`config.mk`:
```
export PLATFORM = sky130hd
export DESIGN_NAME = rv_core
export DESIGN_NICKNAME = d
export VERILOG_FILES = /design/src/hdl/rv_core_pkg.sv /design/src/hdl/rv_decoder.sv /design/src/hdl/rv_reg_file.sv /design/src/hdl/rv_operand_fwd.sv /design/src/hdl/rv_alu.sv /design/src/hdl/rv_pipe_ctrl.sv /design/src/hdl/rv_core.sv
export SDC_FILE = /design/constraint.sdc
export NUM_CORES = 2
export LEC_CHECK = 0
export BUFFER_PORTS_ARGS = -buffer_cell sky130_fd_sc_hd__buf_2
export CORE_ASPECT_RATIO = 1.75
export CORE_MARGIN = 1
export CORE_UTILIZATION = 35
export CTS_CLUSTER_DIAMETER = 120
export CTS_CLUSTER_SIZE = 14
export DETAILED_ROUTE_END_ITERATION = 7
export GPL_TIMING_DRIVEN = 0
export SLEW_MARGIN = 20
export SYNTH_ARGS = -nofsm -noshare
export SYNTH_HDL_FRONTEND = slang
export SYNTH_HIERARCHICAL = 1
export SYNTH_SLANG_ARGS = --single-unit
```
`constraint.sdc`:
```
create_clock -name clk -period 9.91 [get_ports clk]
set_clock_uncertainty 0.05 [all_clocks]
set_input_delay 0.4955 -clock clk [delete_from_list [all_inputs] [get_ports clk]]
set_output_delay 0.4955 -clock clk [all_outputs]
set_load 0.01 [all_outputs]
```
`src/hdl/rv_core_pkg.sv`:
```
package rv_core_pkg;

    localparam int unsigned ARCH_WIDTH = 32;

    typedef logic [ARCH_WIDTH-1:0] arch_width_t;
    typedef logic [ARCH_WIDTH-1:0] inst_width_t;
    typedef logic [4:0]            rf_addr_t;

    // ----------------------------------------
    // control encodings
    typedef enum logic [3:0] {
        ALU_ADD,
        ALU_SUB,
        ALU_SLL,
        ALU_SLT,
        ALU_SLTU,
        ALU_XOR,
        ALU_SRL,
        ALU_SRA,
        ALU_OR,
        ALU_AND
    } alu_op_t;

    typedef enum logic {
        B_SEL_RS2,
        B_SEL_IMM
    } b_sel_t;

    typedef enum logic [1:0] {
        FWD_NONE = 2'd0,
        FWD_MEM  = 2'd1,
        FWD_WBK  = 2'd2
    } fwd_sel_t;

    // ----------------------------------------
    // stage payloads
    typedef struct packed {
        rf_addr_t    rs1;
        rf_addr_t    rs2;
        rf_addr_t    rd;
        arch_width_t imm;
        alu_op_t     alu_op;
        b_sel_t      b_sel;
        logic        rd_we;
        logic        is_store;
    } decoded_t;

    typedef struct packed {
        logic flush;
        logic en;
    } stage_ctrl_t;

    // result holds the store address for SW
    typedef struct packed {
        arch_width_t result;
        arch_width_t store_data;
        rf_addr_t    rd;
        logic        rd_we;
        logic        is_store;
        logic        valid;
    } exe_mem_t;

    // major opcodes
    localparam logic [6:0] OPC_OP     = 7'b0110011;
    localparam logic [6:0] OPC_OP_IMM = 7'b0010011;
    localparam logic [6:0] OPC_LUI    = 7'b0110111;
    localparam logic [6:0] OPC_STORE  = 7'b0100011;

endpackage

```
`src/hdl/rv_decoder.sv`:
```
`timescale 1ns/100ps

module rv_decoder (
    input  rv_core_pkg::inst_width_t inst_i,
    output rv_core_pkg::decoded_t    decoded_o
);
    import rv_core_pkg::*;

    logic [6:0]  opcode;
    logic [2:0]  funct3;
    logic        alt;
    arch_width_t imm_i;
    arch_width_t imm_s;
    arch_width_t imm_u;

    // funct3 to ALU op, alt picks SUB or SRA
    function automatic alu_op_t alu_sel(logic [2:0] f3, logic alt_op);
        case (f3)
            3'b000:  alu_sel = alt_op ? ALU_SUB : ALU_ADD;
            3'b001:  alu_sel = ALU_SLL;
            3'b010:  alu_sel = ALU_SLT;
            3'b011:  alu_sel = ALU_SLTU;
            3'b100:  alu_sel = ALU_XOR;
            3'b101:  alu_sel = alt_op ? ALU_SRA : ALU_SRL;
            3'b110:  alu_sel = ALU_OR;
            default: alu_sel = ALU_AND;
        endcase
    endfunction

    assign opcode = inst_i[6:0];
    assign funct3 = inst_i[14:12];
    assign alt    = inst_i[30];

    assign imm_i = {{20{inst_i[31]}}, inst_i[31:20]};
    assign imm_s = {{20{inst_i[31]}}, inst_i[31:25], inst_i[11:7]};
    assign imm_u = {inst_i[31:12], 12'h000};

    always_comb begin
        // unused fields stay x0 so they never match in forwarding
        decoded_o        = '0;
        decoded_o.alu_op = ALU_ADD;
        decoded_o.b_sel  = B_SEL_RS2;
        case (opcode)
            OPC_OP: begin
                decoded_o.rs1    = inst_i[19:15];
                decoded_o.rs2    = inst_i[24:20];
                decoded_o.rd     = inst_i[11:7];
                decoded_o.alu_op = alu_sel(funct3, alt);
                decoded_o.rd_we  = 1'b1;
            end
            OPC_OP_IMM: begin
                decoded_o.rs1    = inst_i[19:15];
                decoded_o.rd     = inst_i[11:7];
                decoded_o.imm    = imm_i;
                decoded_o.b_sel  = B_SEL_IMM;
                // bit 30 is part of the immediate except for shifts
                decoded_o.alu_op = alu_sel(funct3, alt && (funct3 == 3'b101));
                decoded_o.rd_we  = 1'b1;
            end
            OPC_LUI: begin
                // x0 + upper immediate
                decoded_o.rd    = inst_i[11:7];
                decoded_o.imm   = imm_u;
                decoded_o.b_sel = B_SEL_IMM;
                decoded_o.rd_we = 1'b1;
            end
            OPC_STORE: begin
                // word stores only
                if (funct3 == 3'b010) begin
                    decoded_o.rs1      = inst_i[19:15];
                    decoded_o.rs2      = inst_i[24:20];
                    decoded_o.imm      = imm_s;
                    decoded_o.b_sel    = B_SEL_IMM;
                    decoded_o.is_store = 1'b1;
                end
            end
            default: ;
        endcase
    end

endmodule

```
`src/hdl/rv_reg_file.sv`:
```
`timescale 1ns/100ps

module rv_reg_file (
    input  logic                     clk,
    input  logic                     we_i,
    input  rv_core_pkg::rf_addr_t    addr_a_i,
    input  rv_core_pkg::rf_addr_t    addr_b_i,
    input  rv_core_pkg::rf_addr_t    addr_d_i,
    input  rv_core_pkg::arch_width_t data_d_i,
    output rv_core_pkg::arch_width_t data_a_o,
    output rv_core_pkg::arch_width_t data_b_o
);
    import rv_core_pkg::*;

    // no storage behind x0
    arch_width_t regs [1:31];

    always_ff @(posedge clk) begin
        if (we_i && (addr_d_i != '0)) begin
            regs[addr_d_i] <= data_d_i;
        end
    end

    // same-cycle write is not visible here, decode forwarding covers it
    assign data_a_o = (addr_a_i == '0) ? '0 : regs[addr_a_i];
    assign data_b_o = (addr_b_i == '0) ? '0 : regs[addr_b_i];

endmodule

```
`src/hdl/rv_operand_fwd.sv`:
```
`timescale 1ns/100ps

module rv_operand_fwd (
    input  rv_core_pkg::rf_addr_t rs1_dec_i,
    input  rv_core_pkg::rf_addr_t rs2_dec_i,
    input  rv_core_pkg::rf_addr_t rs1_exe_i,
    input  rv_core_pkg::rf_addr_t rs2_exe_i,
    input  rv_core_pkg::rf_addr_t rd_mem_i,
    input  rv_core_pkg::rf_addr_t rd_wbk_i,
    input  logic                  rd_we_mem_i,
    input  logic                  rd_we_wbk_i,
    output rv_core_pkg::fwd_sel_t fwd_rs1_dec_o,
    output rv_core_pkg::fwd_sel_t fwd_rs2_dec_o,
    output rv_core_pkg::fwd_sel_t fwd_rs1_exe_o,
    output rv_core_pkg::fwd_sel_t fwd_rs2_exe_o
);
    import rv_core_pkg::*;

    // x0 never matches
    function automatic logic hit(rf_addr_t rs, rf_addr_t rd, logic we);
        return we && (rs != '0) && (rs == rd);
    endfunction

    // ----------------------------------------
    // execute, youngest producer first
    assign fwd_rs1_exe_o = hit(rs1_exe_i, rd_mem_i, rd_we_mem_i) ? FWD_MEM :
                           hit(rs1_exe_i, rd_wbk_i, rd_we_wbk_i) ? FWD_WBK : FWD_NONE;
    assign fwd_rs2_exe_o = hit(rs2_exe_i, rd_mem_i, rd_we_mem_i) ? FWD_MEM :
                           hit(rs2_exe_i, rd_wbk_i, rd_we_wbk_i) ? FWD_WBK : FWD_NONE;

    // ----------------------------------------
    // decode, writeback only
    assign fwd_rs1_dec_o = hit(rs1_dec_i, rd_wbk_i, rd_we_wbk_i) ? FWD_WBK : FWD_NONE;
    assign fwd_rs2_dec_o = hit(rs2_dec_i, rd_wbk_i, rd_we_wbk_i) ? FWD_WBK : FWD_NONE;

endmodule

```
`src/hdl/rv_alu.sv`:
```
`timescale 1ns/100ps

module rv_alu (
    input  rv_core_pkg::alu_op_t     op_i,
    input  rv_core_pkg::arch_width_t a_i,
    input  rv_core_pkg::arch_width_t b_i,
    output rv_core_pkg::arch_width_t s_o
);
    import rv_core_pkg::*;

    logic [4:0] shamt;

    assign shamt = b_i[4:0];

    always_comb begin
        case (op_i)
            ALU_ADD:  s_o = a_i + b_i;
            ALU_SUB:  s_o = a_i - b_i;
            ALU_AND:  s_o = a_i & b_i;
            ALU_OR:   s_o = a_i | b_i;
            ALU_XOR:  s_o = a_i ^ b_i;
            ALU_SLL:  s_o = a_i << shamt;
            ALU_SRL:  s_o = a_i >> shamt;
            ALU_SRA:  s_o = arch_width_t'($signed(a_i) >>> shamt);
            // compares give 0 or 1
            ALU_SLT:  s_o = arch_width_t'($signed(a_i) < $signed(b_i));
            ALU_SLTU: s_o = arch_width_t'(a_i < b_i);
            default:  s_o = '0;
        endcase
    end

endmodule

```
`src/hdl/rv_pipe_ctrl.sv`:
```
`timescale 1ns/100ps

module rv_pipe_ctrl #(
    parameter int unsigned RST_FLUSH_CYCLES = 3
) (
    input  logic                     clk,
    input  logic                     rst,
    input  logic                     dmem_req_valid_i,
    input  logic                     dmem_req_ready_i,
    output logic                     inst_ready_o,
    output rv_core_pkg::stage_ctrl_t ctrl_dec_exe_o,
    output rv_core_pkg::stage_ctrl_t ctrl_exe_mem_o,
    output rv_core_pkg::stage_ctrl_t ctrl_mem_wbk_o,
    output rv_core_pkg::stage_ctrl_t ctrl_wbk_ret_o
);

    // one extra bit per stage behind the input gate
    localparam int unsigned SEQ_W = RST_FLUSH_CYCLES + 4;

    logic [SEQ_W-1:0] rst_seq;
    logic             stall;

    // ones at reset, zeros shift in from the bottom
    always_ff @(posedge clk) begin
        if (rst) begin
            rst_seq <= '1;
        end else begin
            rst_seq <= {rst_seq[SEQ_W-2:0], 1'b0};
        end
    end

    // store waiting on the memory freezes everything
    assign stall = dmem_req_valid_i && !dmem_req_ready_i;

    assign inst_ready_o = !rst_seq[RST_FLUSH_CYCLES-1] && !stall;

    // each stage leaves flush one edge after the one before it
    assign ctrl_dec_exe_o = '{flush: rst_seq[RST_FLUSH_CYCLES],     en: !stall};
    assign ctrl_exe_mem_o = '{flush: rst_seq[RST_FLUSH_CYCLES + 1], en: !stall};
    assign ctrl_mem_wbk_o = '{flush: rst_seq[RST_FLUSH_CYCLES + 2], en: !stall};
    assign ctrl_wbk_ret_o = '{flush: rst_seq[RST_FLUSH_CYCLES + 3], en: !stall};

endmodule

```
`src/hdl/rv_core.sv`:
```
`timescale 1ns/100ps

module rv_core #(
    parameter int unsigned DMEM_ADDR_W      = 16,
    parameter int unsigned RST_FLUSH_CYCLES = 3,
    localparam type dmem_req_t = struct packed {
        logic [DMEM_ADDR_W-1:0]   addr;
        rv_core_pkg::arch_width_t wdata;
    }
) (
    input  logic                     clk,
    input  logic                     rst,
    input  logic                     inst_valid_i,
    input  rv_core_pkg::inst_width_t inst_i,
    output logic                     inst_ready_o,
    output logic                     dmem_req_valid_o,
    output dmem_req_t                dmem_req_o,
    input  logic                     dmem_req_ready_i,
    output logic                     inst_retired_o
);
    import rv_core_pkg::*;

    stage_ctrl_t ctrl_dec_exe, ctrl_exe_mem, ctrl_mem_wbk, ctrl_wbk_ret;

    // back end state, read by the forwarding muxes
    exe_mem_t    em;
    arch_width_t wbk_result;
    rf_addr_t    wbk_rd;
    logic        wbk_rd_we;
    logic        wbk_valid;
    logic        ret_valid;

    function automatic arch_width_t fwd_mux(
        input fwd_sel_t    sel,
        input arch_width_t stage_val,
        input arch_width_t mem_val,
        input arch_width_t wbk_val
    );
        case (sel)
            FWD_MEM: fwd_mux = mem_val;
            FWD_WBK: fwd_mux = wbk_val;
            default: fwd_mux = stage_val;
        endcase
    endfunction

    rv_pipe_ctrl #(
        .RST_FLUSH_CYCLES (RST_FLUSH_CYCLES)
    ) u_pipe_ctrl (
        .clk              (clk),
        .rst              (rst),
        .dmem_req_valid_i (dmem_req_valid_o),
        .dmem_req_ready_i (dmem_req_ready_i),
        .inst_ready_o     (inst_ready_o),
        .ctrl_dec_exe_o   (ctrl_dec_exe),
        .ctrl_exe_mem_o   (ctrl_exe_mem),
        .ctrl_mem_wbk_o   (ctrl_mem_wbk),
        .ctrl_wbk_ret_o   (ctrl_wbk_ret)
    );

    // ----------------------------------------
    // decode
    inst_width_t inst_dec;
    logic        dec_valid;
    decoded_t    dec;
    arch_width_t rf_a, rf_b, rs1_val_dec, rs2_val_dec;
    fwd_sel_t    fwd_rs1_dec, fwd_rs2_dec, fwd_rs1_exe, fwd_rs2_exe;
    logic        rf_we;

    // accepted instruction, ready is low during the flush sequence
    always_ff @(posedge clk) begin
        if (rst) begin
            dec_valid <= 1'b0;
        end else if (ctrl_dec_exe.en) begin
            dec_valid <= inst_valid_i && inst_ready_o;
            inst_dec  <= inst_i;
        end
    end

    rv_decoder u_decoder (
        .inst_i    (inst_dec),
        .decoded_o (dec)
    );

    // no repeated write while stalled
    assign rf_we = wbk_rd_we && ctrl_wbk_ret.en;

    rv_reg_file u_reg_file (
        .clk      (clk),
        .we_i     (rf_we),
        .addr_a_i (dec.rs1),
        .addr_b_i (dec.rs2),
        .addr_d_i (wbk_rd),
        .data_d_i (wbk_result),
        .data_a_o (rf_a),
        .data_b_o (rf_b)
    );

    assign rs1_val_dec = fwd_mux(fwd_rs1_dec, rf_a, em.result, wbk_result);
    assign rs2_val_dec = fwd_mux(fwd_rs2_dec, rf_b, em.result, wbk_result);

    // ----------------------------------------
    // decode / execute register
    decoded_t    de_dec;
    logic        de_valid;
    arch_width_t de_rs1_val, de_rs2_val;

    always_ff @(posedge clk) begin
        if (rst || ctrl_dec_exe.flush) begin
            de_valid <= 1'b0;
        end else if (ctrl_dec_exe.en) begin
            de_valid   <= dec_valid;
            de_dec     <= dec;
            de_rs1_val <= rs1_val_dec;
            de_rs2_val <= rs2_val_dec;
        end
    end

    rv_operand_fwd u_operand_fwd (
        .rs1_dec_i     (dec.rs1),
        .rs2_dec_i     (dec.rs2),
        .rs1_exe_i     (de_dec.rs1),
        .rs2_exe_i     (de_dec.rs2),
        .rd_mem_i      (em.rd),
        .rd_wbk_i      (wbk_rd),
        .rd_we_mem_i   (em.rd_we),
        .rd_we_wbk_i   (wbk_rd_we),
        .fwd_rs1_dec_o (fwd_rs1_dec),
        .fwd_rs2_dec_o (fwd_rs2_dec),
        .fwd_rs1_exe_o (fwd_rs1_exe),
        .fwd_rs2_exe_o (fwd_rs2_exe)
    );

    // ----------------------------------------
    // execute
    arch_width_t op_a_exe, rs2_val_exe, op_b_exe, alu_s, exe_result;

    assign op_a_exe    = fwd_mux(fwd_rs1_exe, de_rs1_val, em.result, wbk_result);
    assign rs2_val_exe = fwd_mux(fwd_rs2_exe, de_rs2_val, em.result, wbk_result);
    assign op_b_exe    = (de_dec.b_sel == B_SEL_IMM) ? de_dec.imm : rs2_val_exe;

    rv_alu u_alu (
        .op_i (de_dec.alu_op),
        .a_i  (op_a_exe),
        .b_i  (op_b_exe),
        .s_o  (alu_s)
    );

    // store address is rs1 + imm cut to the memory width
    assign exe_result = de_dec.is_store ? arch_width_t'(alu_s[DMEM_ADDR_W-1:0]) : alu_s;

    always_ff @(posedge clk) begin
        if (rst || ctrl_exe_mem.flush) begin
            em.valid    <= 1'b0;
            em.rd_we    <= 1'b0;
            em.is_store <= 1'b0;
        end else if (ctrl_exe_mem.en) begin
            em.result     <= exe_result;
            em.store_data <= rs2_val_exe;
            em.rd         <= de_dec.rd;
            em.rd_we      <= de_dec.rd_we && de_valid;
            em.is_store   <= de_dec.is_store && de_valid;
            em.valid      <= de_valid;
        end
    end

    // ----------------------------------------
    // memory
    assign dmem_req_valid_o = em.is_store;
    assign dmem_req_o.addr  = em.result[DMEM_ADDR_W-1:0];
    assign dmem_req_o.wdata = em.store_data;

    always_ff @(posedge clk) begin
        if (rst || ctrl_mem_wbk.flush) begin
            wbk_valid <= 1'b0;
            wbk_rd_we <= 1'b0;
        end else if (ctrl_mem_wbk.en) begin
            wbk_valid  <= em.valid;
            wbk_rd_we  <= em.rd_we;
            wbk_rd     <= em.rd;
            wbk_result <= em.result;
        end
    end

    // ----------------------------------------
    // retire
    always_ff @(posedge clk) begin
        if (rst || ctrl_wbk_ret.flush) begin
            ret_valid <= 1'b0;
        end else if (ctrl_wbk_ret.en) begin
            ret_valid <= wbk_valid;
        end
    end

    // held while stalled, so one pulse per instruction
    assign inst_retired_o = ret_valid && ctrl_wbk_ret.en;

endmodule

```
Word level (Yosys, flattened, before mapping)
Memory sizes are Yosys's and may differ from the RTL's. Cells that the tools add are included.

Register bits: 271. Latch bits: 0. Bits in writable memories: 992. Bits in read-only memories: 0. Bits of input ports: 36. Output and inout bits: 51. Word-level logic and storage cells: 152. Memories: 1.

Memories: u_reg_file.regs (words 31, width 32, rd ports 2, clocked after Yosys merged registers in 0, wr ports 1, RTL line rv_reg_file.sv:16) `arch_width_t regs [1:31];`.

$add $sub $neg: 2. Multipliers: 0. Divide/modulo/power cells: 0. $lt $le $gt $ge: 2. Equality and inequality tests: 33. Shifts and indexed selects: 3. Mux-type cells: 32. Bitwise operators: 8. Reductions and logical operators: 44.

Operator list (number): 32-bit case mux with 10 select lines (1); 32-bit case mux with 2 select lines (4); 32-bit 2-to-1 mux (4); 32-bit case mux with 3 select lines (1); 32-bit < comparator (2); 4-bit case mux with 7 select lines (2); 32-bit adder (1); 32-bit bitwise AND (1); 32-bit OR (1); 32-bit by 5-bit left shift with 32-bit output (1); 32-bit by 5-bit >> shifter with 32-bit output (1); 32-bit by 5-bit >>> shifter with 32-bit output (1); 32-bit subtractor (1); 32-bit bitwise XOR (1); 5-bit == test (6); 5-bit nonzero test (5); 7-bit by 6-bit == test with 1-bit output (second input constant) (3); 1-bit logical AND (21); 5-bit case mux with 2 select lines (2); 4-bit by 3-bit == test with 1-bit output (second input constant) (4); 2-bit 2-to-1 mux (6); 5-bit zero test (2); 10-bit 2-to-1 mux (1); 3-bit == test (second input constant) (3); 19 further kinds (49).

Longest topological paths before layout
Depth after elaboration: 10. Gate-level depth with buffers: 26. Gate-level depth less buffers: 20.

Cells and area by module
The synthesis kept the hierarchy.

By module, submodules not included: rv_reg_file (instances 1, cells an instance 2593, area an instance 46489.6 um^2, seq. area each 29788.6 um^2); rv_core (instances 1, cells an instance 878, area an instance 11807.6 um^2, seq. area each 7847.5 um^2); rv_alu (instances 1, cells an instance 1213, area an instance 8420.6 um^2, seq. area each 0.0 um^2); rv_decoder (instances 1, cells an instance 103, area an instance 716.9 um^2, seq. area each 0.0 um^2); rv_operand_fwd (instances 1, cells an instance 64, area an instance 485.5 um^2, seq. area each 0.0 um^2); rv_pipe_ctrl (instances 1, cells an instance 22, area an instance 257.7 um^2, seq. area each 140.1 um^2).

Worst setup path after synthesis
OpenSTA, ideal clock, no wires.

Kind: input to register. Start point: in dmem_req_ready_i. End point: reg de_dec[0] (netlist name), enable pin. Setup time: 608 ps. Data arrival time: 7444 ps. Required time: 9252 ps. Path slack: 1808 ps. Stages: 3. Buffers on the path: 0. Cell sequence: nand2b_4 -> nor2b_1 -> nor2b_1.

Cells in the longest elaborated chain, start to end: 4.

Ends and longest elaborated chain: start: declaration (RTL line rv_core.sv:18) `input logic dmem_req_ready_i,`; 1-bit zero test (RTL line rv_pipe_ctrl.sv:33) `assign stall = dmem_req_valid_i && !dmem_req_ready_i;`; 1-bit logical AND (RTL line rv_pipe_ctrl.sv:33); 1-bit inverter (no line); 2-bit AND reduction (no line); end signal: assignment (RTL line rv_core.sv:112) `de_dec <= dec;`; end: declaration (RTL line rv_core.sv:103) `decoded_t de_dec;`.

No other way between the ends. A chain may end at the register's enable or synchronous reset.

Worst setup path after layout
Start point: reg wbk_rd[3]. End point: reg em[70] (netlist name), data pin.

Cells in the longest elaborated chain, start to end: 9. Elaborated cells on any way between the ends: 24. Classes of those cells: add/sub: 2; eq/ne: 6; shift: 3; mux: 8; bitwise: 3; reduce/logical: 2.

Ends and longest elaborated chain: start: declaration (RTL line rv_core.sv:28) `rf_addr_t wbk_rd;`; start signal: assignment (RTL line rv_core.sv:179) `wbk_rd <= em.rd;`; 5-bit == test (*) (RTL line rv_operand_fwd.sv:21) `return we && (rs != '0) && (rs == rd);`; 1-bit logical AND (*) (RTL line rv_operand_fwd.sv:21); 2-bit 2-to-1 mux (*) (RTL line rv_operand_fwd.sv:29) `hit(rs2_exe_i, rd_wbk_i, rd_we_wbk_i) ? FWD_WBK : FWD_NONE;`; 2-bit 2-to-1 mux (*) (RTL line rv_operand_fwd.sv:28) `assign fwd_rs2_exe_o = hit(rs2_exe_i, rd_mem_i, rd_we_mem_i) ? FWD_MEM :`; named net fwd_rs2_exe[1] (RTL line rv_core.sv:66) `fwd_sel_t fwd_rs1_dec, fwd_rs2_dec, fwd_rs1_exe, fwd_rs2_exe;`; 2-bit == test or 2-bit by 1-bit == test with 1-bit output (tied branches) (RTL line rv_core.sv:39) `case (sel)`; 32-bit case mux with 2 select lines (*) (RTL line rv_core.sv:39); 32-bit 2-to-1 mux (*) (RTL line rv_core.sv:139) `assign op_b_exe = (de_dec.b_sel == B_SEL_IMM) ? de_dec.imm : rs2_val_exe;`; named net op_b_exe[3] (RTL line rv_core.sv:135) `arch_width_t op_a_exe, rs2_val_exe, op_b_exe, alu_s, exe_result;`; 32-bit subtractor, or another cell as far along (RTL line rv_alu.sv:18) `ALU_SUB: s_o = a_i - b_i;`; 32-bit case mux with 10 select lines (*) (RTL line rv_alu.sv:16) `case (op_i)`; named net alu_s[30] (RTL line rv_core.sv:135); end: declaration (RTL line rv_core.sv:26) `exe_mem_t em;`.

The timed path passes the listed nets; every way through them passes the cells marked *.

==> results.yml <==
status:
  outcome: "finished, violations left"
  failed_checks: "negative setup slack"
yosys:
  synth-edff-count: 1248
  synthDistinctLibCells: 113
  yosys_warnings: 6
  synthArstFlopShare_pct: 0
  netlist_instances: 4873
  synthFlopType: "edfxtp_1"
  synth-seq-area-share_pct: 55.4
  synth_top_area_share_pct: 55.0
  netlist_area_um2: 68200
  synth-seq-cells: 1263
  yosysTopAreaCell: "edfxtp_1"
  synth.avg_cell_area_um2: 14.0
  netlist_top_cells_area: "edfxtp_1 55%, mux4_2 13%, mux2i_1 5.2%"
pwr:
  ir_drop_mv: 0.150
  power.density_nw_per_um2: 128
  p_leak_uw: 0.0247
  fin_total_pwr_uw: 9920
floorplanning:
  start_util_pct: 35.2
  dieArea_um2: 197000
  std_cell_rows: 214
  die_x_um: 336
  die_h_um: 586
  design.core.area_um2: 194000
  io_pins: 87
clock_tree:
  clk-insertion-delay-late_ps: 780
  cts_root_buffer: "clkbuf_16"
  cts_tree: "done"
  ctsHtreeMaxLevel: 3
  cts_buffers: 100
  cts.reportedPaths.clkPinSlew_ps: 80
  clock_path_buffers: 3
  clock_sinks: 1263
place:
  place_ws_ps: -412
  dp_hpwl_um: 242000
  gp_congestion: 1.13
  io_buffer_count: 86
sta:
  slew_headroom_pct: 9.34
  max_freq_ghz: 0.0996
  setup_viol: 1
  fin_crit_sh_pct: 101
  timing.final.hold_violations: 0
  fin_crit_ps: 10040
  worst_pin_slew_ps: 1350
  drv_slew: 0
  setup_slack_ps: -126
  rsz0062_at_grt: "false"
route:
  wl_met1_um: 86400
  met2_length_um: 159000
  drt-total-wl_um: 312000
  drt_pass1_iterations: 6
  dr_wl_met3_um: 22700
  drt-initial-drc-count: 5542
  drc_errors: 0
  maxUsedRoutingLayer: "met5"
  wl_per_cell_um: 39.7
  vias: 49675
  ant_nets: 0
  vias_per_cell: 6.32
grt:
  grt_max_degree: 36
  grt_overflow_total: 0
  grt_pass1_vias: 51007
  track_usage_pct: 31.4
  grt_antenna_before_repair: 21
  grt_pass1_wl_um: 418000
setup_path:
  cp.arrival_ps: 10490
  crit_type: "flip-flop to flip-flop"
  rr_worst_depth: 23
  startpoint: "wbk_rd[3]$_DFFE_PP_"
  path_max_fanout: 11
  r2r_start: "wbk_rd[3]$_DFFE_PP_"
  end_kind: "flip-flop"
  crit_path_end: "em[70]$_SDFFCE_PP0P_"
  cp-start-kind: "flip-flop"
  cp.required_ps: 10370
  timing.rr.end: "em[70]$_SDFFCE_PP0P_"
  r2r_setup_slack_ps: -130
cells_and_area:
  nets: 5380
  drive_gt1_share_pct: 22.7
  fillers: 18137
  fin_util_pct: 40.0
  layout-area-overhead-vs-synth_pct: 13.9
worst_hold_path:
  hp-class: "input port to flip-flop"
  hold_start: "dmem_req_ready_i"
flow_run:
  cap_violations: 0
==> worst min path at each step <==
| stage | cells past startpoint | end | slack, ps |
|---|---|---|---|
| after floorplan | 1 | u_pipe_ctrl/rst_seq[1]$_SDFF_PP1_ | 330 |
| after global placement | 1 | u_pipe_ctrl/rst_seq[2]$_SDFF_PP1_ | 340 |
| after detailed placement | 1 | u_pipe_ctrl/rst_seq[1]$_SDFF_PP1_ | 340 |
| after CTS | 4 | dec_valid$_SDFFE_PP0P_ | 140 |
| after global routing | 4 | dec_valid$_SDFFE_PP0P_ | 160 |
| final | 4 | dec_valid$_SDFFE_PP0P_ | 140 |
==> worst max-delay path, stage by stage, from the launching register on <==
cell       delay (ps)
edfxtp_1          610
clkbuf_1          330
xnor2_1           180
nand4_1           130
a2111oi_2         500
ha_1              720
buf_6             280
a221oi_2          100
o31ai_2           420
clkbuf_1          580
clkinv_1          640
clkbuf_1          520
buf_2             450
ha_1              540
nor3_1            130
o311ai_0          720
a21boi_1          370
a21oi_1           710
o311ai_2          340
a31oi_1           380
o21ai_0           290
a221oi_1          350
o21ai_0           210
nor2b_1           180
==> where the power goes <==
group / total, µW / switching, µW / internal [µW]
clock network: 3770 / 1910 / 1850
registers: 5820 / 13.5 / 5800
logic: 334 / 224 / 110
total: 9920 / 2150 / 7770
==> Yosys cell counts (all sizes together) (31+ instances only) <==
library cell     n
a211o           38
a211oi          47
a21oi          165
a221oi          57
a22o            51
a22oi          201
a311o           31
and2            48
buf            252
clkbuf         179
edfxtp        1248
ha             106
inv            119
mux2            43
mux2i          358
mux4           396
nand2          316
nand3           78
nor2           330
nor2b          100
nor3            45
o21ai          219
o31ai           42
==> cell usage in the layout (no fill, tap or decap), types with 43 or more instances in the layout <==
cell,instances
nand3_1,78
clkbuf_16,101
a22oi_1,200
mux2i_1,355
edfxtp_1,1248
nand2_1,315
clkbuf_1,164
o21ai_1,43
and2_1,47
buf_2,201
ha_1,106
a211oi_1,45
a22o_1,51
a21oi_1,163
nor2b_1,97
inv_1,118
nor3_1,43
o21ai_0,165
mux4_2,383
buf_4,124
nor2_1,293
==> per-stage QoR <==
stage          setup TNS, ps  hold WS, ps  area (µm²)  cells
2_1_floorplan              0          333       68200   4874
3_3_place_gp         -204720          338       71900   7552
3_5_place_dp            -776          341       74300   7681
4_1_cts                    0          140       77400   7835
5_1_grt                    0          164       77600   7848
6_report                -126          141       77600   7859
==> sequential cells by signal (all words and copies together) (netlist names) <==
| register | cells |
|---|---|
| inst_dec | 32 |
| dmem_req_o | 48 |
| ret_valid | 1 |
| u_pipe_ctrl/rst_seq | 7 |
| de_rs1_val | 32 |
| wbk_valid | 1 |
| de_dec | 54 |
| u_reg_file/regs | 992 |
| wbk_result | 32 |
| em | 23 |
| dec_valid | 1 |
| dmem_req_valid_o | 1 |
| wbk_rd_we | 1 |
| wbk_rd | 5 |
| de_valid | 1 |
| de_rs2_val | 32 |
==> what timing repair did <==
action                                  in CTS  in global routing
buffers inserted                             0                  3
gates resized for setup                      0                  4
endpoints found under the setup margin       4                  2
hold buffers                                34                  0
endpoints found under the hold margin       34                  0
==> layer usage <==
metal	GRT usage, %	vias up
li1	-	20025
met5	0	-
met4	37.1	20
met1	26.8	25088
met2	55.4	3138
met3	7.46	1404
==> cell type report <==
type	instances	area (µm²)	share of cell area, %
timing repair buffer	261	3030	3.91
clock buffer	113	2570	3.31
sequential	1263	37800	48.7
antenna	12	30.0	0.0387
inverter	120	454	0.585
tap	2592	3240	4.18
multi-input combinational	3060	28000	36.0
buffer	430	2420	3.12
clock inverter	8	143	0.184
==> logic make-up (layout without fill, tap and decap cells) <==
kind of cell,after synthesis,after routing,share of synthesized area [%]
buffers and inverters,551,932,4.18
xor gates and xnor gates,29,29,0.373
muxes,797,797,19.1
adders and majority gates,108,108,2.00
DFF,1263,1263,55.4
and+or+nand+nor,1061,1061,7.38
AOI/OAI and AO/OA,1063,1063,11.5
other,1,14,0.00550
Note: power is estimated with default switching activity, not from simulation.
